**config.mk**
```make
export PLATFORM = sky130hd
export DESIGN_NAME = turf_reg_top
export DESIGN_NICKNAME = d
export VERILOG_FILES = /design/src/source/turf_pkg.sv /design/src/source/cmd_credit_tx.sv /design/src/source/crate_bridge.sv /design/src/source/turf_id_ctrl.sv /design/src/source/turf_reg_top.sv
export SDC_FILE = /design/constraint.sdc
export NUM_CORES = 1
export LEC_CHECK = 0
export ABC_AREA = 1
export BUFFER_PORTS_ARGS = -buffer_cell sky130_fd_sc_hd__buf_2
export CAP_MARGIN = 20
export CORE_ASPECT_RATIO = 0.75
export CORE_UTILIZATION = 40
export DETAILED_ROUTE_END_ITERATION = 12
export PLACE_DENSITY = 0.63
export SLEW_MARGIN = 20
export SYNTH_ARGS = -nofsm -noshare
export SYNTH_HDL_FRONTEND = slang
export SYNTH_SLANG_ARGS = --single-unit
```
**constraint.sdc**
```tcl
create_clock -name ps_clk -period 3.3 [get_ports ps_clk]
set_input_delay 0.66 -clock ps_clk [delete_from_list [all_inputs] [get_ports ps_clk]]
set_output_delay 0.66 -clock ps_clk [all_outputs]
set_load 0.005 [all_outputs]
```
**src/source/turf_pkg.sv**
```systemverilog
`default_nettype none

package turf_pkg;

    //////////////////////////////////////////////////////////////////////
    // Bus and crate geometry
    //////////////////////////////////////////////////////////////////////

    localparam int ADDR_W        = 28;
    localparam int DATA_W        = 32;
    localparam int CRATE_ADDR_W  = 27;
    localparam int LOCAL_ADDR_W  = 14;
    localparam int NUM_LINKS     = 4;
    localparam int LINK_SEL_W    = $clog2(NUM_LINKS);
    // Register address within one TURFIO link
    localparam int LINK_REG_W    = CRATE_ADDR_W - LINK_SEL_W;
    localparam int BRIDGE_TYPE_W = 2;
    localparam int BRIDGE_SEL_W  = NUM_LINKS * BRIDGE_TYPE_W;

    // Bridge type codes, 2 and 3 are reserved
    localparam logic [BRIDGE_TYPE_W-1:0] BRIDGE_NONE   = 2'd0;
    localparam logic [BRIDGE_TYPE_W-1:0] BRIDGE_AURORA = 2'd1;

    //////////////////////////////////////////////////////////////////////
    // Identity and local register map
    //////////////////////////////////////////////////////////////////////

    localparam logic [DATA_W-1:0] IDENT_WORD    = "TURF";
    localparam logic              REV_B         = 1'b1;
    localparam logic [14:0]       FW_DATE       = 15'h0A31;
    localparam logic [3:0]        VER_MAJOR     = 4'd0;
    localparam logic [3:0]        VER_MINOR     = 4'd8;
    localparam logic [7:0]        VER_REV       = 8'd2;
    localparam logic [DATA_W-1:0] DATEVERSION_WORD =
        {REV_B, FW_DATE, VER_MAJOR, VER_MINOR, VER_REV};

    localparam logic [LOCAL_ADDR_W-1:0] REG_IDENT       = 14'h0000;
    localparam logic [LOCAL_ADDR_W-1:0] REG_DATEVERSION = 14'h0004;
    localparam logic [LOCAL_ADDR_W-1:0] REG_BRIDGE_TYPE = 14'h0008;
    // Timeout flags 3..0, invalid flags 11..8, write one to clear
    localparam logic [LOCAL_ADDR_W-1:0] REG_BRIDGE_STAT = 14'h000C;
    localparam logic [LOCAL_ADDR_W-1:0] REG_LINK_UP     = 14'h0010;

    //////////////////////////////////////////////////////////////////////
    // Crate bridge
    //////////////////////////////////////////////////////////////////////

    localparam int BRIDGE_TIMEOUT_CYCLES = 64;
    localparam int TIMEOUT_CNT_W         = $clog2(BRIDGE_TIMEOUT_CYCLES);
    localparam int CMD_CREDITS           = 4;
    localparam int CREDIT_CNT_W          = $clog2(CMD_CREDITS + 1);

    localparam logic [DATA_W-1:0] INVALID_READ_DATA = 32'hDEADBEEF;
    localparam logic [DATA_W-1:0] TIMEOUT_READ_DATA = 32'hBADC0FFE;

    // Sequencer state codes
    localparam logic [2:0] BR_IDLE   = 3'd0;
    localparam logic [2:0] BR_HEADER = 3'd1;
    localparam logic [2:0] BR_DATA   = 3'd2;
    localparam logic [2:0] BR_WAIT   = 3'd3;
    localparam logic [2:0] BR_ACK    = 3'd4;

    // One command word, either a header or the write data
    typedef union packed {
        struct packed {
            logic                         is_write;
            logic [DATA_W-LINK_REG_W-2:0] spare;
            logic [LINK_REG_W-1:0]        reg_addr;
        } hdr;
        logic [DATA_W-1:0] raw;
    } cmd_word_u;

endpackage

`default_nettype wire

```
**src/source/cmd_credit_tx.sv**
```systemverilog
`timescale 1ns/1ps
`default_nettype none

module cmd_credit_tx (
    input  wire                              ps_clk,
    input  wire                              rst_n_i,
    input  wire                              word_valid_i,
    input  wire turf_pkg::cmd_word_u         word_i,
    input  wire [turf_pkg::LINK_SEL_W-1:0]   dest_i,
    input  wire                              last_i,
    input  wire                              cmd_credit_i,
    output logic                             word_ready_o,
    output logic                             cmd_valid_o,
    output logic [turf_pkg::DATA_W-1:0]      cmd_data_o,
    output logic [turf_pkg::LINK_SEL_W-1:0]  cmd_dest_o,
    output logic                             cmd_last_o
);
    import turf_pkg::*;

    logic [CREDIT_CNT_W-1:0] credit_q;
    logic                    full_q;
    cmd_word_u               word_q;
    logic [LINK_SEL_W-1:0]   dest_q;
    logic                    last_q;
    logic                    send;
    logic                    take;

    // A held word goes out as soon as the far end has buffer space
    assign send         = full_q && (credit_q != '0);
    assign word_ready_o = !full_q || send;
    assign take         = word_valid_i && word_ready_o;

    assign cmd_valid_o = send;
    assign cmd_data_o  = word_q.raw;
    assign cmd_dest_o  = dest_q;
    assign cmd_last_o  = send && last_q;

    always_ff @(posedge ps_clk or negedge rst_n_i) begin
        if (!rst_n_i) begin
            full_q   <= 1'b0;
            credit_q <= CREDIT_CNT_W'(CMD_CREDITS);
        end else begin
            if (take) begin
                full_q <= 1'b1;
            end else if (send) begin
                full_q <= 1'b0;
            end
            case ({send, cmd_credit_i})
                2'b10:   credit_q <= credit_q - 1'b1;
                2'b01:   credit_q <= credit_q + 1'b1;
                default: credit_q <= credit_q;
            endcase
        end
    end

    always_ff @(posedge ps_clk) begin
        if (take) begin
            word_q <= word_i;
            dest_q <= dest_i;
            last_q <= last_i;
        end
    end

    credit_bound : assert property (
        @(posedge ps_clk) disable iff (!rst_n_i)
        credit_q <= CREDIT_CNT_W'(CMD_CREDITS)
    );

    no_send_empty : assert property (
        @(posedge ps_clk) disable iff (!rst_n_i)
        $rose(cmd_valid_o) |-> credit_q != '0
    );

endmodule

`default_nettype wire

```
**src/source/crate_bridge.sv**
```systemverilog
`timescale 1ns/1ps
`default_nettype none

module crate_bridge (
    input  wire                                ps_clk,
    input  wire                                rst_n_i,
    input  wire                                req_i,
    input  wire                                we_i,
    input  wire [turf_pkg::CRATE_ADDR_W-1:0]   addr_i,
    input  wire [turf_pkg::DATA_W-1:0]         wdata_i,
    input  wire [turf_pkg::BRIDGE_SEL_W-1:0]   bridge_type_i,
    input  wire [turf_pkg::NUM_LINKS-1:0]      link_up_i,
    input  wire                                cmd_credit_i,
    input  wire                                resp_valid_i,
    input  wire [turf_pkg::DATA_W-1:0]         resp_data_i,
    output logic                               ack_o,
    output logic                               err_o,
    output logic [turf_pkg::DATA_W-1:0]        rdata_o,
    output logic [turf_pkg::NUM_LINKS-1:0]     timeout_o,
    output logic [turf_pkg::NUM_LINKS-1:0]     invalid_o,
    output logic                               cmd_valid_o,
    output logic [turf_pkg::DATA_W-1:0]        cmd_data_o,
    output logic [turf_pkg::LINK_SEL_W-1:0]    cmd_dest_o,
    output logic                               cmd_last_o
);
    import turf_pkg::*;

    logic [2:0]               state_q;
    logic [TIMEOUT_CNT_W-1:0] cnt_q;
    logic [LINK_SEL_W-1:0]    link_sel;
    logic [NUM_LINKS-1:0]     link_onehot;
    logic                     access_ok;
    logic                     word_valid;
    logic                     word_ready;
    logic                     word_last;
    cmd_word_u                word;

    //////////////////////////////////////////////////////////////////////
    // Access check
    //////////////////////////////////////////////////////////////////////

    // Address fields stay stable until ack, so they are used directly
    assign link_sel    = addr_i[CRATE_ADDR_W-1 -: LINK_SEL_W];
    assign link_onehot = {{(NUM_LINKS-1){1'b0}}, 1'b1} << link_sel;
    assign access_ok   =
        (bridge_type_i[link_sel*BRIDGE_TYPE_W +: BRIDGE_TYPE_W] == BRIDGE_AURORA) &&
        link_up_i[link_sel];

    // Header first, then write data for a write
    assign word_valid = (state_q == BR_HEADER) || (state_q == BR_DATA);
    assign word_last  = (state_q == BR_DATA) || !we_i;

    always_comb begin
        word = '0;
        if (state_q == BR_DATA) begin
            word.raw = wdata_i;
        end else begin
            word.hdr.is_write = we_i;
            word.hdr.reg_addr = addr_i[LINK_REG_W-1:0];
        end
    end

    assign ack_o = (state_q == BR_ACK);

    //////////////////////////////////////////////////////////////////////
    // Sequencer
    //////////////////////////////////////////////////////////////////////

    always_ff @(posedge ps_clk or negedge rst_n_i) begin
        if (!rst_n_i) begin
            state_q   <= BR_IDLE;
            cnt_q     <= '0;
            err_o     <= 1'b0;
            rdata_o   <= '0;
            timeout_o <= '0;
            invalid_o <= '0;
        end else begin
            timeout_o <= '0;
            invalid_o <= '0;
            case (state_q)
                BR_IDLE: begin
                    cnt_q <= '0;
                    if (req_i && access_ok) begin
                        state_q <= BR_HEADER;
                    end else if (req_i) begin
                        state_q   <= BR_ACK;
                        err_o     <= 1'b1;
                        rdata_o   <= INVALID_READ_DATA;
                        invalid_o <= link_onehot;
                    end
                end
                BR_HEADER: begin
                    if (word_ready) begin
                        state_q <= we_i ? BR_DATA : BR_WAIT;
                    end
                end
                BR_DATA: begin
                    if (word_ready) begin
                        state_q <= BR_WAIT;
                    end
                end
                BR_WAIT: begin
                    if (resp_valid_i) begin
                        state_q <= BR_ACK;
                        rdata_o <= resp_data_i;
                    end else if (cnt_q == TIMEOUT_CNT_W'(BRIDGE_TIMEOUT_CYCLES - 1)) begin
                        state_q   <= BR_ACK;
                        err_o     <= 1'b1;
                        rdata_o   <= TIMEOUT_READ_DATA;
                        timeout_o <= link_onehot;
                    end else begin
                        cnt_q <= cnt_q + 1'b1;
                    end
                end
                BR_ACK: begin
                    // Return to zero so the top level can OR the two spaces
                    state_q <= BR_IDLE;
                    err_o   <= 1'b0;
                    rdata_o <= '0;
                end
                default: state_q <= BR_IDLE;
            endcase
        end
    end

    cmd_credit_tx u_cmd_tx (
        .ps_clk       (ps_clk),
        .rst_n_i      (rst_n_i),
        .word_valid_i (word_valid),
        .word_i       (word),
        .dest_i       (link_sel),
        .last_i       (word_last),
        .cmd_credit_i (cmd_credit_i),
        .word_ready_o (word_ready),
        .cmd_valid_o  (cmd_valid_o),
        .cmd_data_o   (cmd_data_o),
        .cmd_dest_o   (cmd_dest_o),
        .cmd_last_o   (cmd_last_o)
    );

    status_pulses_exclusive : assert property (
        @(posedge ps_clk) disable iff (!rst_n_i)
        !(|timeout_o && |invalid_o) && $onehot0(timeout_o) && $onehot0(invalid_o)
    );

endmodule

`default_nettype wire

```
**src/source/turf_id_ctrl.sv**
```systemverilog
`timescale 1ns/1ps
`default_nettype none

module turf_id_ctrl (
    input  wire                                ps_clk,
    input  wire                                rst_n_i,
    input  wire                                req_i,
    input  wire                                we_i,
    input  wire [turf_pkg::LOCAL_ADDR_W-1:0]   addr_i,
    input  wire [turf_pkg::DATA_W-1:0]         wdata_i,
    input  wire [turf_pkg::NUM_LINKS-1:0]      link_up_i,
    input  wire [turf_pkg::NUM_LINKS-1:0]      bridge_timeout_i,
    input  wire [turf_pkg::NUM_LINKS-1:0]      bridge_invalid_i,
    output logic                               ack_o,
    output logic                               err_o,
    output logic [turf_pkg::DATA_W-1:0]        rdata_o,
    output logic [turf_pkg::BRIDGE_SEL_W-1:0]  bridge_type_o
);
    import turf_pkg::*;

    logic                 acc;
    logic                 wr;
    logic                 hit;
    logic [DATA_W-1:0]    rd_mux;
    logic [NUM_LINKS-1:0] timeout_flags;
    logic [NUM_LINKS-1:0] invalid_flags;
    logic [NUM_LINKS-1:0] clr_timeout;
    logic [NUM_LINKS-1:0] clr_invalid;

    // First cycle of a request only, the master holds req until ack
    assign acc = req_i && !ack_o;
    assign wr  = acc && we_i;

    always_comb begin
        hit    = 1'b1;
        rd_mux = '0;
        case (addr_i)
            REG_IDENT:       rd_mux = IDENT_WORD;
            REG_DATEVERSION: rd_mux = DATEVERSION_WORD;
            REG_BRIDGE_TYPE: rd_mux[BRIDGE_SEL_W-1:0] = bridge_type_o;
            REG_BRIDGE_STAT: begin
                rd_mux[NUM_LINKS-1:0]  = timeout_flags;
                rd_mux[8 +: NUM_LINKS] = invalid_flags;
            end
            REG_LINK_UP:     rd_mux[NUM_LINKS-1:0] = link_up_i;
            default:         hit = 1'b0;
        endcase
    end

    always_comb begin
        clr_timeout = '0;
        clr_invalid = '0;
        if (wr && addr_i == REG_BRIDGE_STAT) begin
            clr_timeout = wdata_i[NUM_LINKS-1:0];
            clr_invalid = wdata_i[8 +: NUM_LINKS];
        end
    end

    //////////////////////////////////////////////////////////////////////
    // Control registers and sticky status
    //////////////////////////////////////////////////////////////////////

    always_ff @(posedge ps_clk or negedge rst_n_i) begin
        if (!rst_n_i) begin
            ack_o         <= 1'b0;
            err_o         <= 1'b0;
            bridge_type_o <= {NUM_LINKS{BRIDGE_NONE}};
            timeout_flags <= '0;
            invalid_flags <= '0;
        end else begin
            ack_o <= acc;
            err_o <= acc && !hit;
            if (wr && addr_i == REG_BRIDGE_TYPE) begin
                bridge_type_o <= wdata_i[BRIDGE_SEL_W-1:0];
            end
            // A new event wins over a clear in the same cycle
            timeout_flags <= (timeout_flags & ~clr_timeout) | bridge_timeout_i;
            invalid_flags <= (invalid_flags & ~clr_invalid) | bridge_invalid_i;
        end
    end

    // Zero outside the ack cycle so the top can OR both spaces
    always_ff @(posedge ps_clk) begin
        rdata_o <= (acc && !we_i) ? rd_mux : '0;
    end

    ack_follows_req : assert property (
        @(posedge ps_clk) disable iff (!rst_n_i)
        ack_o |-> $past(req_i)
    );

endmodule

`default_nettype wire

```
**src/source/turf_reg_top.sv**
```systemverilog
`timescale 1ns/1ps
`default_nettype none

module turf_reg_top (
    input  wire                              ps_clk,
    input  wire                              rst_n_i,
    input  wire                              bus_req_i,
    input  wire                              bus_we_i,
    input  wire [turf_pkg::ADDR_W-1:0]       bus_addr_i,
    input  wire [turf_pkg::DATA_W-1:0]       bus_wdata_i,
    input  wire [turf_pkg::NUM_LINKS-1:0]    link_up_i,
    input  wire                              cmd_credit_i,
    input  wire                              resp_valid_i,
    input  wire [turf_pkg::DATA_W-1:0]       resp_data_i,
    output logic                             bus_ack_o,
    output logic                             bus_err_o,
    output logic [turf_pkg::DATA_W-1:0]      bus_rdata_o,
    output logic                             cmd_valid_o,
    output logic [turf_pkg::DATA_W-1:0]      cmd_data_o,
    output logic [turf_pkg::LINK_SEL_W-1:0]  cmd_dest_o,
    output logic                             cmd_last_o
);
    import turf_pkg::*;

    logic                    crate_sel;
    logic                    loc_ack;
    logic                    loc_err;
    logic [DATA_W-1:0]       loc_rdata;
    logic                    crate_ack;
    logic                    crate_err;
    logic [DATA_W-1:0]       crate_rdata;
    logic [BRIDGE_SEL_W-1:0] bridge_type;
    logic [NUM_LINKS-1:0]    bridge_timeout;
    logic [NUM_LINKS-1:0]    bridge_invalid;

    // Top address bit picks crate space over the local registers
    assign crate_sel = bus_addr_i[ADDR_W-1];

    // Idle side always returns zeros
    assign bus_ack_o   = loc_ack | crate_ack;
    assign bus_err_o   = loc_err | crate_err;
    assign bus_rdata_o = loc_rdata | crate_rdata;

    turf_id_ctrl u_id_ctrl (
        .ps_clk           (ps_clk),
        .rst_n_i          (rst_n_i),
        .req_i            (bus_req_i && !crate_sel),
        .we_i             (bus_we_i),
        .addr_i           (bus_addr_i[LOCAL_ADDR_W-1:0]),
        .wdata_i          (bus_wdata_i),
        .link_up_i        (link_up_i),
        .bridge_timeout_i (bridge_timeout),
        .bridge_invalid_i (bridge_invalid),
        .ack_o            (loc_ack),
        .err_o            (loc_err),
        .rdata_o          (loc_rdata),
        .bridge_type_o    (bridge_type)
    );

    crate_bridge u_bridge (
        .ps_clk        (ps_clk),
        .rst_n_i       (rst_n_i),
        .req_i         (bus_req_i && crate_sel),
        .we_i          (bus_we_i),
        .addr_i        (bus_addr_i[CRATE_ADDR_W-1:0]),
        .wdata_i       (bus_wdata_i),
        .bridge_type_i (bridge_type),
        .link_up_i     (link_up_i),
        .cmd_credit_i  (cmd_credit_i),
        .resp_valid_i  (resp_valid_i),
        .resp_data_i   (resp_data_i),
        .ack_o         (crate_ack),
        .err_o         (crate_err),
        .rdata_o       (crate_rdata),
        .timeout_o     (bridge_timeout),
        .invalid_o     (bridge_invalid),
        .cmd_valid_o   (cmd_valid_o),
        .cmd_data_o    (cmd_data_o),
        .cmd_dest_o    (cmd_dest_o),
        .cmd_last_o    (cmd_last_o)
    );

endmodule

`default_nettype wire

```
Word level (Yosys, flattened, before mapping). Index checks and enable logic that the tools add are counted.

Register bits after elaboration: 139. Output and inout bits: 70. Logic and storage cells: 128.

Add/sub/neg operators: 3. Order comparisons: 1. Eq/ne operators: 21. Shift operators: 2. Muxes and demuxes: 41. Bitwise operators: 9. Reduce and logical (&&, ||, !) cells: 33.

Operators with widths (number): $mux W32 (4); $pmux W32 S3 (1); $pmux W20 S2 (1); $mux W4 (8); $or A32 B32 Y32 (1); $eq A14 B4 Y1 const B (2); $mux W25 (1); $pmux W4 S5 (1); $mux W3 (6); $eq A14 B3 Y1 const B (1); $eq A14 B5 Y1 const B (1); $logic_not A14 Y1 (1); $logic_and A1 B1 Y1 (13); $mux W6 (2); $pmux W3 S4 (1); $pmux W4 S3 (1); $pmux W6 S2 (1); $mux W1 (10); $ne A2 B2 Y1 const B (5); $and A4 B4 Y4 (2); $not A4 Y4 (2); $or A4 B4 Y4 (2); $pmux W4 S2 (1); $reduce_and A4 Y1 (2); 27 further kinds (40).

Longest topological paths before layout. Gate-level depths: netlist of the first run.

Depth after elaboration: 9. Mapped depth: 12. Mapped depth without buffers: 12.

Cells and area by module. From an unflattened synthesis of the first run, not the netlist that was laid out.

Cells, all modules: 757. Area, all modules: 6291.0 µm².

By module, submodules not included: crate_bridge (instances 1, cells an instance 384, area each 2952.8 µm², seq. area each 1251.2 µm²); turf_id_ctrl (instances 1, cells an instance 201, area each 1626.6 µm², seq. area each 750.7 µm²); cmd_credit_tx (instances 1, cells an instance 66, area each 1311.3 µm², seq. area each 1152.4 µm²); turf_reg_top (instances 1, cells an instance 106, area each 400.4 µm², seq. area each 0.0 µm²).

Worst setup path after synthesis of the first run. OpenSTA, ideal clock, no wires.

Kind: register to register. Start: reg u_bridge.state_q[0]. End: reg u_bridge.u_cmd_tx.word_q (netlist bit u_bridge.u_cmd_tx.cmd_data_o[0]), enable pin. Library setup time: 0.390 ns. Arrival time: 1.520 ns. Data required time: 2.910 ns. Slack: 1.390 ns. Cell stages (with the launch flop): 6. Clock period less this slack: 1.910 ns. Cell sequence: dfrtp_1 -> nor2_1 -> nand2_1 -> nand2_1 -> nand2_1 -> inv_1.

Longest elaborated chain between the ends: 3. Elaborated cells between the ends (all ways): 4. Those cells by class: 2 x eq/ne; 2 x reduce/logical.

Ends and longest elaborated chain: start: declaration (line crate_bridge.sv:28) `logic [2:0] state_q;`; start signal: assignment (line crate_bridge.sv:94) `state_q <= we_i ? BR_DATA : BR_WAIT;`; $eq A3 B1 Y1 or $eq A3 B2 Y1 (tied branches) (line crate_bridge.sv:50) `assign word_valid = (state_q == BR_HEADER) || (state_q == BR_DATA);`; $logic_or A1 B1 Y1 (*) (line crate_bridge.sv:50); $logic_and A1 B1 Y1 (*) (line cmd_credit_tx.sv:31) `assign take = word_valid_i && word_ready_o;`; net u_bridge.u_cmd_tx.take (line cmd_credit_tx.sv:26) `logic take;`; end signal: assignment (line cmd_credit_tx.sv:58) `word_q <= word_i;`; end: declaration (line cmd_credit_tx.sv:22) `cmd_word_u word_q;`.

Mark *: on every way through the listed nets, which the timed path passes. The rest lies on a longest branch. A chain may end at the register's enable or synchronous reset.

Final worst setup path of the first run.
Start: reg u_bridge.cnt_q[0]. End: reg u_bridge.rdata_o[10] (netlist bit).

Longest elaborated chain between the ends: 3.

Ends and longest elaborated chain: start: declaration (line crate_bridge.sv:29) `logic [TIMEOUT_CNT_W-1:0] cnt_q;`; start signal: assignment (line crate_bridge.sv:112) `cnt_q <= cnt_q + 1'b1;`; $eq A6 B6 Y1 (line crate_bridge.sv:106) `end else if (cnt_q == TIMEOUT_CNT_W'(BRIDGE_TIMEOUT_CYCLES - 1)) begin`; $ne A3 B2 Y1 (no line); $reduce_and A4 Y1 (no line); end signal: assignment (line crate_bridge.sv:105) `rdata_o <= resp_data_i;`; end: declaration (line crate_bridge.sv:18) `output logic [turf_pkg::DATA_W-1:0] rdata_o,`.

Every way passes these cells.

==> qor.yml, run 1 <==
outcome:
  status: "finished, final reports clean"
global_routing:
  grt_antenna_before_repair: 0
  grt_max_degree: 73
  grt-ovfl-total: 0
  globalRouteTotalUtil: 0.210
  grt_pass1_vias: 4776
  grt_pass1_wl_mm: 24.4
floorplan:
  die_h_um: 108
  die_w_um: 143
  io_pins: 172
  dieArea_mm2: 0.0154
  core_area_mm2: 0.0145
  initial_core_util: 0.411
  rows: 38
synthesis:
  synth_edf_count: 35
  synth_area_mm2: 0.00596
  ys_warn_count: 0
  netlist_instances: 699
  async_flop_share: 0.590
  avgSynthCellArea_um2: 8.52
  ys_seq_area_frac: 0.530
  synth_nets: 804
  synthFlopType: "dfrtp_1"
  ys_seq_elements: 122
  synth.distinct_cells: 39
setup_path:
  path_cells: "ha_1, nand2_1, inv_2, nand3_4, inv_2, nor2_8, nor2_8, nand3_4, nand2_1, nand2_1"
  critPathArrivalTime_ns: 2.61
  critPathMaxFanout: 32
  crit_type: "reg2reg"
  slowest_delay_ns: 0.50
  cpMostUsedCell: "nand2_1"
  crit_slowest_cell: "nand3_4"
  crit_required_ns: 3.60
  critPathLaunchType: "flop"
  cp-end-kind: "flop"
timing:
  slew-limit-headroom: 0.367
  rsz0062_at_grt: "false"
  max_freq_ghz: 0.432
  drv_slew: 0
  finalSetupViolCount: 0
  fin_skew_ns: 0.0106
  min_period_ns: 2.32
  finalSetupTns_ns: 0
  worst_pin_slew_ns: 0.950
  finalHoldViolCount: 0
  fin_ws_ns: 0.983
  period_share: 0.702
route:
  vias: 5116
  drt-initial-drc-count: 338
  wl_per_cell_um: 14.0
  final_antenna_net_count: 0
  routed_wl_mm: 15.1
  first_pass_iters: 4
  viasPerCell: 4.77
  drc: 0
power:
  p_clk_frac: 0.276
  p_comb_frac: 0.369
  power_leakage_nw: 3.82
  power_density_mw_per_mm2: 879
  seqPwrFrac: 0.355
  p_int_mw: 4.21
  ir_drop_v: 0.000481
  switching_share: 0.357
  p_switching_mw: 2.34
clocking:
  clock_path_buffers: 2
  cts_root_buf: "clkbuf_16"
  h-tree-depth: 4
  cts_sinks: 122
  hold_buffers: 0
  clk_latency_ns: 0.42
  ctsResizeCount: 0
  clk_pin_slew_ns: 0.06
  cts_buffers: 17
  cts_tree: "yes"
  cts_setup_buffers: 0
layout:
  final_common_cell: "nand2_1"
  nFillCells: 1380
  drive_gt1_frac: 0.315
  final_util: 0.514
  area_delta_synth_final_pct: 25.0
  nNetsFinal: 965
  layout_common_cells: "nand2_1 (187), buf_2 (170), nor2_1 (87)"
  antenna_cells: 0
worst_hold_path:
  hold_class: "in2async"
placed_design:
  dp_slack_ns: 0.913
  io_buffers: 171
  hpwlAfterDp_mm: 11.0
  place.gp.congestion: 0.890
flow_run:
  cap_violations: 0
[synthesized netlist by cell type, types with 4 or more instances]
master,count,area share
buf_2,10,0.0084
buf_4,9,0.011
buf_6,4,0.0076
clkbuf_1,10,0.0063
dfrtp_1,71,0.30
dfxtp_1,15,0.050
edfxtp_1,35,0.18
inv_1,62,0.039
inv_2,6,0.0038
nand2_1,187,0.12
nand2_2,21,0.022
nand3_1,25,0.021
nand4_1,34,0.036
nor2_1,87,0.055
nor3_1,10,0.0084
o21ai_0,42,0.035
o21bai_1,7,0.0088
or2_2,27,0.028
xor2_1,4,0.0059
[layer usage]
metal / wire length (um) / share of wire / up-vias / GRT usage
met5: 0 / 0 / - / 0
met4: 202 / 0.013 / 0 / 0.0668
met3: 765 / 0.051 / 22 / 0.0587
met2: 6740 / 0.45 / 132 / 0.312
met1: 7370 / 0.49 / 2407 / 0.294
li1: - / - / 2555 / -
[layout make-up]
class                           instances  area, um^2  share of cell area
Sequential cell                       122        3150               0.424
Clock buffer                           24         482              0.0647
Timing Repair Buffer                  177         903               0.121
Tap cell                              200         250              0.0336
Clock inverter                          8        96.3              0.0129
Multi-Input combinational cell        473        2300               0.309
Inverter                               69         260              0.0349
[power by group through the flow]
stage / clock network (mW) / logic, mW / registers [mW]
floorplan: 0 / 1.78 / 2.34
global placement: 0 / 2.40 / 2.35
detailed placement: 0 / 2.44 / 2.35
CTS: 1.84 / 2.44 / 2.33
global route: 1.91 / 2.76 / 2.37
finish: 1.81 / 2.41 / 2.32
[worst max-delay path, delay by kind of cell, from the launching register on]
family | cells | cell delay [ns]
and+or+nand+nor | 7 | 1.36
DFF | 1 | 0.41
adders and majority gates | 1 | 0.22
buffers and inverters | 2 | 0.20
[state kept, by name, summed over array words and instances (netlist names)]
signal and cells:
u_id_ctrl.err_o 1, u_bridge.timeout_o 4, u_bridge.invalid_o 4, u_bridge.err_o 1
u_id_ctrl.invalid_flags 4, u_bridge.rdata_o 32, u_bridge.u_cmd_tx.credit_q 3, u_bridge.cnt_q 6
u_id_ctrl.ack_o 1, u_id_ctrl.timeout_flags 4, u_bridge.u_cmd_tx.full_q 1, u_id_ctrl.bridge_type_o 8
u_id_ctrl.rdata_o 15, u_bridge.u_cmd_tx.last_q 1, u_bridge.u_cmd_tx.cmd_data_o 32, u_bridge.u_cmd_tx.cmd_dest_o 2
u_bridge.state_q 3
[kinds of logic (layout without fill, tap and decap cells)]
family / Yosys count / count (layout) / synth area share
and+or+nand+nor: 407 / 407 / 0.318
buffers and inverters: 104 / 278 / 0.0840
DFF: 122 / 122 / 0.530
xor gates and xnor gates: 5 / 5 / 0.00735
AOI/OAI and AO/OA: 58 / 58 / 0.0532
adders and majority gates: 3 / 3 / 0.00756
[metrics by stage]
step	hold slack, ns	power (mW)	cells	area [um^2]
2_1_floorplan	0.364	4.12	699	5960
3_3_place_gp	0.421	4.75	1041	6870
3_5_place_dp	0.424	4.79	1041	6870
4_1_cts	0.425	6.61	1073	7450
5_1_grt	0.432	7.04	1073	7450
6_report	0.377	6.55	1073	7450
[path summary, 6_finish.rpt]
kind	to	slack [ns]	from	cells after the start
max in group asynchronous	u_bridge.timeout_o[0]	2.29	rst_n_i	1
setup / recovery	u_bridge.rdata_o[10]	0.98	u_bridge.cnt_q[0]	10
hold / removal	u_bridge.rdata_o[26]	0.38	rst_n_i	1
hold reg to reg	u_id_ctrl.timeout_flags[1]	0.43	u_bridge.timeout_o[1]	2
min in group ps_clk	u_id_ctrl.timeout_flags[1]	0.43	u_bridge.timeout_o[1]	2
setup reg to reg	u_bridge.rdata_o[10]	0.98	u_bridge.cnt_q[0]	10
No activity file was read; power rests on OpenSTA's default activity.
==> run 2: changes to the inputs <==
--- a/config.mk
+++ b/config.mk
@@ -11,7 +11,7 @@
 export CORE_ASPECT_RATIO = 0.75
 export CORE_UTILIZATION = 40
 export DETAILED_ROUTE_END_ITERATION = 12
-export PLACE_DENSITY = 0.63
+export PLACE_DENSITY = 0.66
 export SLEW_MARGIN = 20
 export SYNTH_ARGS = -nofsm -noshare
 export SYNTH_HDL_FRONTEND = slang
==> constraint.sdc (replaced) <==
create_clock -name ps_clk -period 2 [get_ports ps_clk]
set_input_delay 0.4 -clock ps_clk [delete_from_list [all_inputs] [get_ports ps_clk]]
set_output_delay 0.4 -clock ps_clk [all_outputs]
set_load 0.005 [all_outputs]
==> run 2 against run 1 <==
Effect of this change: sequential cell count stayed put; clock skew is 0.0021 ns higher; critical path depth down 3; routed wire length is 2.8% higher; sequential share of layout area fell by 0.80 points; register-to-register slack worse by 0.84 ns; global-route usage is 0.43 points higher; clock-buffer cell count is 6 lower; design area rose by 1.9%; die area did not move; via count is 1.6% higher; critical path type is now reg2out.
==> qor.yml, run 2 (synthesized netlist as in run 1, its figures left out) <==
floorplan:
  initial_core_util: 0.411  # unchanged
  core_area_mm2: 0.0145  # unchanged
  io_pins: 172  # unchanged
  dieArea_mm2: 0.0154  # unchanged
  rows: 38  # unchanged
  die_w_um: 143  # unchanged
  die_h_um: 108  # unchanged
layout:
  area_delta_synth_final_pct: 27.4
  nFillCells: 1397  # +1.2%
  layout_common_cells: "nand2_1 (187), buf_2 (170), nor2_1 (85)"
  final_util: 0.523  # +0.00984
  drive_gt1_frac: 0.333  # +0.0180
  antenna_cells: 0  # unchanged
  final_area_mm2: 0.00759  # +1.9%
  nNetsFinal: 981  # +1.7%
  final_common_cell: "nand2_1"
global_routing:
  use_met2: 0.313  # +0.000348
  grt_pass1_vias: 4872  # +2.0%
  busiest_layer: "met2"
  grt_antenna_before_repair: 0  # unchanged
  globalRouteTotalUtil: 0.214  # +0.00428
  met3_usage: 0.0543  # -0.00445
  grt-ovfl-total: 0  # unchanged
  grt_pass1_wl_mm: 24.8  # +1.8%
  grt_max_degree: 42  # -42%
  grtUsageMet1: 0.302  # +0.00874
placed_design:
  dp_slack_ns: 0.109  # -0.804 ns
  io_buffers: 171  # unchanged
  hpwlAfterDp_mm: 11.5  # +4.6%
  post_dp_cell_area_mm2: 0.00702  # +2.2%
  place.gp.congestion: 0.885  # -0.58%
timing:
  finalSetupTns_ns: 0  # unchanged
  rsz0062_at_grt: "false"
  slew-limit-headroom: 0.487  # +0.120
  fin_skew_ns: 0.0127  # +0.00208 ns
  drv_slew: 0  # unchanged
  min_period_ns: 1.89
  finalHoldViolCount: 0  # unchanged
  period_share: 0.945
  finalSetupViolCount: 0  # unchanged
  fin_ws_ns: 0.110  # -0.873 ns
  whs_ns: 0.180  # -0.197 ns
  max_freq_ghz: 0.529
  worst_pin_slew_ns: 0.769  # -0.181 ns
setup_path:
  crit_type: "reg2out"
  path_cells: "inv_1, nand3_1, inv_1, nor2_2, inv_2, nor2_2, buf_2"
  cp-end-kind: "primary output"
  path_buf_inv: 4  # +2
  path_delay_family: "flip-flops"
  critPathMaxFanout: 2  # -94%
  crit_required_ns: 1.60  # -2.00 ns
  critPathLaunchType: "flop"
  crit_slowest_cell: "dfstp_2"
  critPathArrivalTime_ns: 1.49  # -1.12 ns
  slowest_delay_ns: 0.51  # about the same
clocking:
  cts_sinks: 122  # unchanged
  clk_pin_slew_ns: 0.06  # about the same
  cts_tree: "yes"
  cts_root_buf: "clkbuf_16"
  cts_buffers: 17  # unchanged
  clock_path_buffers: 2  # unchanged
  clk_latency_ns: 0.41  # about the same
  cts_setup_buffers: 0  # unchanged
  h-tree-depth: 4  # unchanged
worst_hold_path:
  hold_class: "in2reg"
route:
  routed_wl_mm: 15.5  # +2.8%
  final_antenna_net_count: 0  # unchanged
  viasPerCell: 4.78  # +0.15%
  first_pass_iters: 4  # unchanged
  drt-initial-drc-count: 274  # -19%
  drc: 0  # unchanged
  vias: 5200  # +1.6%
  wl_per_cell_um: 14.2  # +1.3%
power:
  ir_drop_v: 0.000909  # +89%
  power_density_mw_per_mm2: 1440  # +64%
  power_leakage_nw: 3.88  # +1.6%
outcome:
  status: "finished, final reports clean"
flow_run:
  cap_violations: 0  # unchanged
[run 2: worst reg2reg max path: stages (launching register included)]
cell and delay, ns:
dfstp_2 0.51, inv_1 0.05, nand3_1 0.11, inv_1 0.06, nor2_2 0.11, inv_2 0.05
ha_1 0.17, inv_1 0.10, fa_1 0.42, nor2_1 0.11, a21oi_1 0.05
[run 2: layout make-up]
cell class,count,area (um^2),share of cell area
Clock buffer,18,429,0.0565
Clock inverter,14,126,0.0167
Inverter,69,260,0.0343
Multi-Input combinational cell,473,2310,0.304
Sequential cell,122,3150,0.416
Tap cell,200,250,0.0330
Timing Repair Buffer,193,1060,0.140
[run 2: final timing paths]
kind                                                     from                             to  slack [ns]  depth (start not counted)
max in group asynchronous                             rst_n_i  u_bridge.u_cmd_tx.credit_q[2]        0.96                          3
worst max register to register  u_bridge.u_cmd_tx.credit_q[2]  u_bridge.u_cmd_tx.credit_q[1]        0.14                         10
min in group asynchronous                             rst_n_i              u_bridge.cnt_q[3]        0.41                          2
worst min register to register          u_bridge.invalid_o[3]     u_id_ctrl.invalid_flags[3]        0.44                          1
worst min-delay path                           bus_addr_i[27]                u_id_ctrl.ack_o        0.18                          2
worst max-delay path            u_bridge.u_cmd_tx.credit_q[2]                     cmd_last_o        0.11                          7
[run 2: power by group]
| group | switching, mW | total, mW | internal, mW |
|---|---|---|---|
| Combinational | 2.58 | 4.29 | 1.71 |
| Sequential | 0.313 | 3.81 | 3.50 |
| Clock | 1.15 | 2.86 | 1.71 |
[run 2: through the flow]
step                      total power [mW]  cells
after floorplan                       6.80    699
after global placement                8.11   1056
after detailed placement              8.18   1056
after CTS                             11.1   1089
after global routing                  11.8   1089
final                                 11.0   1089
[run 2: timing repair]
item | in CTS | in global routing
gates resized for setup | 0 | 3
endpoints found under the setup margin | 0 | 2
hold endpoints to repair | 17 | 0
hold buffers | 1 | 0
[run 2: layer usage]
metal	part of all wire	routed length (um)
met5	0	0
met4	0.017	261
met3	0.067	1040
met2	0.43	6660
met1	0.49	7540
==> run 3: changes to the inputs <==
--- a/config.mk
+++ b/config.mk
@@ -5,13 +5,13 @@
 export SDC_FILE = /design/constraint.sdc
 export NUM_CORES = 1
 export LEC_CHECK = 0
-export ABC_AREA = 1
 export BUFFER_PORTS_ARGS = -buffer_cell sky130_fd_sc_hd__buf_2
 export CAP_MARGIN = 20
 export CORE_ASPECT_RATIO = 0.75
 export CORE_UTILIZATION = 40
+export CTS_BUF_LIST = sky130_fd_sc_hd__clkbuf_4
 export DETAILED_ROUTE_END_ITERATION = 12
-export PLACE_DENSITY = 0.66
+export PLACE_DENSITY = 0.67
 export SLEW_MARGIN = 20
 export SYNTH_ARGS = -nofsm -noshare
 export SYNTH_HDL_FRONTEND = slang
==> run 3 against run 2 <==
Effect of this change: sequential cell count did not move; non-clock buffer count up 32; first-iteration DRC count is 18% lower; sequential power about the same; clock power is 22% lower; the run now ends with setup timing left; synthesized cell count is 33% lower; total power fell by 8.9%; design area fell by 2.0%; hold slack worse by 0.12 ns; largest cell class unchanged.
==> qor.yml, run 3 <==
outcome:
  status: "complete, but fails checks"
  violations: "setup timing"
synthesis:
  async_flop_share: 0.590  # unchanged
  synth_common_cells: "dfrtp_1 (71), nand2_1 (44), edfxtp_1 (35), mux2_2 (33), o21ai_0 (33)"
  synthFlopType: "dfrtp_1"
  synth.distinct_cells: 58  # +49%
  ys_warn_count: 0  # unchanged
  ys_seq_elements: 122  # unchanged
  yosys.area.top_type_share: 0.328  # +0.0295
  synth.largest_area_cell: "dfrtp_1"
  synth_edf_count: 35  # unchanged
  synth_area_mm2: 0.00542  # -9.0%
  avgSynthCellArea_um2: 11.5  # +35%
  synth.most_common_cell: "dfrtp_1"
  netlist_instances: 471  # -33%
  ys_top_cells_by_area: "dfrtp_1 (33%), edfxtp_1 (19%), mux2_2 (6.9%), dfxtp_1 (5.5%), or2_2 (3.5%)"
  ys_seq_area_frac: 0.582  # +0.0523
  synth_nets: 576  # -28%
floorplan:
  initial_core_util: 0.414  # +0.00282
  core_area_mm2: 0.0131  # -9.6%
  dieArea_mm2: 0.0140  # -8.9%
  die_h_um: 103  # -4.5%
  io_pins: 172  # unchanged
  rows: 36  # -5.3%
  die_w_um: 136  # -4.5%
placed_design:
  place.gp.congestion: 0.821  # -7.2%
  post_dp_cell_area_mm2: 0.00675  # -3.8%
  hpwlAfterDp_mm: 10.1  # -12%
  place_inst: 831  # -21%
  io_buffers: 171  # unchanged
layout:
  layoutNonFillerInstCount: 873  # -20%
  area_delta_synth_final_pct: 37.2
  final_common_cell: "buf_2"
  layout_common_cells: "buf_2 (168), dfrtp_1 (71), nand2_1 (44)"
  final_util: 0.567  # +0.0441
  nFillCells: 1151  # -18%
  final_area_mm2: 0.00744  # -2.0%
  nNetsFinal: 793  # -19%
  drive_gt1_frac: 0.512  # +0.179
route:
  drc: 0  # unchanged
  first_pass_iters: 4  # unchanged
  final_antenna_net_count: 0  # unchanged
  wl_per_cell_um: 16.0  # +12%
  routed_wl_mm: 13.9  # -10%
  viasPerCell: 5.05  # +5.8%
  vias: 4412  # -15%
  drt-initial-drc-count: 224  # -18%
setup_path:
  critPathLaunchType: "flop"
  cp-end-kind: "flop"
  crit_type: "reg2reg"
  critPathMaxFanout: 7  # +5
  crit_required_ns: 2.43  # +0.83 ns
  critPathArrivalTime_ns: 2.43  # +0.94 ns
global_routing:
  grt_antenna_before_repair: 1  # +1
  grt_max_degree: 73  # +74%
  grt_pass1_wl_mm: 21.0  # -15%
  globalRouteTotalUtil: 0.200  # -0.0145
  grt_pass1_vias: 4190  # -14%
  grt-ovfl-total: 0  # unchanged
timing:
  whs_ns: 0.0638  # -0.116 ns
  max_freq_ghz: 0.499  # -5.7%
  period_share: 1.00  # +0.0571
  drv_slew: 0  # unchanged
  rsz0062_at_grt: "true"
  worst_pin_slew_ns: 0.490  # -0.279 ns
  finalHoldViolCount: 0  # unchanged
  min_period_ns: 2.00  # +0.114 ns
  finalSetupViolCount: 4  # +4
  slew-limit-headroom: 0.665  # +0.178
  fin_skew_ns: 0.0191  # +0.00642 ns
  fin_ws_ns: -0.00419  # -0.114 ns
  finalSetupTns_ns: -0.0125  # -0.0125 ns
flow_run:
  cap_violations: 0  # unchanged
clocking:
  cts_root_buf: "clkbuf_4"
  cts_buffers: 17  # unchanged
  clk_latency_ns: 0.54  # +0.13 ns
  clock_path_buffers: 2  # unchanged
  cts_sinks: 122  # unchanged
  clk_pin_slew_ns: 0.11  # +0.05 ns
  h-tree-depth: 4  # unchanged
  cts_tree: "yes"
power:
  power_density_mw_per_mm2: 1340  # -7.0%
  power_leakage_nw: 3.38  # -13%
  ir_drop_v: 0.000602  # -34%
worst_hold_path:
  hold_class: "in2reg"
## run 3: where the power goes
group          internal, mW  total (mW)  switching [mW]
registers              3.46        3.80           0.342
clock network          1.27        2.23           0.964
logic                  2.14        3.96            1.82
total                  6.87        9.99            3.12
## run 3: cell families after synthesis
logic type,after synthesis,synth area share
compound gates,97,0.119
xor+xnor,4,0.00646
fa+ha+maj,3,0.00831
buf+inv,46,0.0390
flops,122,0.582
mux,45,0.0963
simple gates,154,0.149
## run 3: path summary, 6_finish.rpt
kind                                                 start                            end  slack, ns  cells past startpoint
max in group asynchronous                          rst_n_i  u_bridge.u_cmd_tx.credit_q[2]       1.22                      3
worst max register to register  u_id_ctrl.bridge_type_o[5]           u_bridge.rdata_o[30]     -0.004                      5
min in group asynchronous                          rst_n_i           u_bridge.rdata_o[27]       0.39                      3
worst min register to register       u_bridge.invalid_o[1]     u_id_ctrl.invalid_flags[1]       0.43                      1
worst min-delay path                       resp_data_i[14]           u_bridge.rdata_o[14]       0.06                      3
worst max-delay path            u_id_ctrl.bridge_type_o[5]           u_bridge.rdata_o[30]     -0.004                      5
## run 3: layout make-up
type                    instances  area (um^2)  area share
repair buffers                225         1380       0.185
clock buffers                  18          135      0.0182
multi-input cells             304         2240       0.302
inverters                      18         67.6     0.00908
diodes                          1         2.50    0.000336
clock inverters                14          243      0.0326
well taps                     171          214      0.0288
flip-flops and latches        122         3150       0.424
## run 3: metrics by stage
step / total power [mW] / worst slack, ns
after floorplan: 5.82 / -0.0589
after global placement: 7.10 / -0.152
after detailed placement: 7.22 / -0.217
after CTS: 9.67 / -0.0410
after global routing: 10.6 / -0.109
final: 9.99 / -0.00419
## run 3: worst max-delay path, stage by stage, from the launching register on
cell     delay (ns)
dfrtp_1        0.39
and3b_2        0.25
o22ai_2        0.07
or4_4          0.46
o31a_4         0.39
mux2_4         0.32
## run 3: repair_timing
item                                   CTS  global route
endpoints found under the hold margin   71             0
gates resized for setup                 12            30
hold buffers                             1             0
cloned                                   1             1
setup endpoints to repair               33            36
buffers inserted                         5             1
pin swaps                                3             4
## run 3: routing by layer
layer  vias up  share of wire  wire length [um]  track usage
li1       2122              -                 -            -
met1      2167           0.46              6470        0.276
met2       111           0.47              6590        0.310
met3        12          0.055               760       0.0526
met4         0         0.0077               107       0.0564
met5         -              0                 0            0
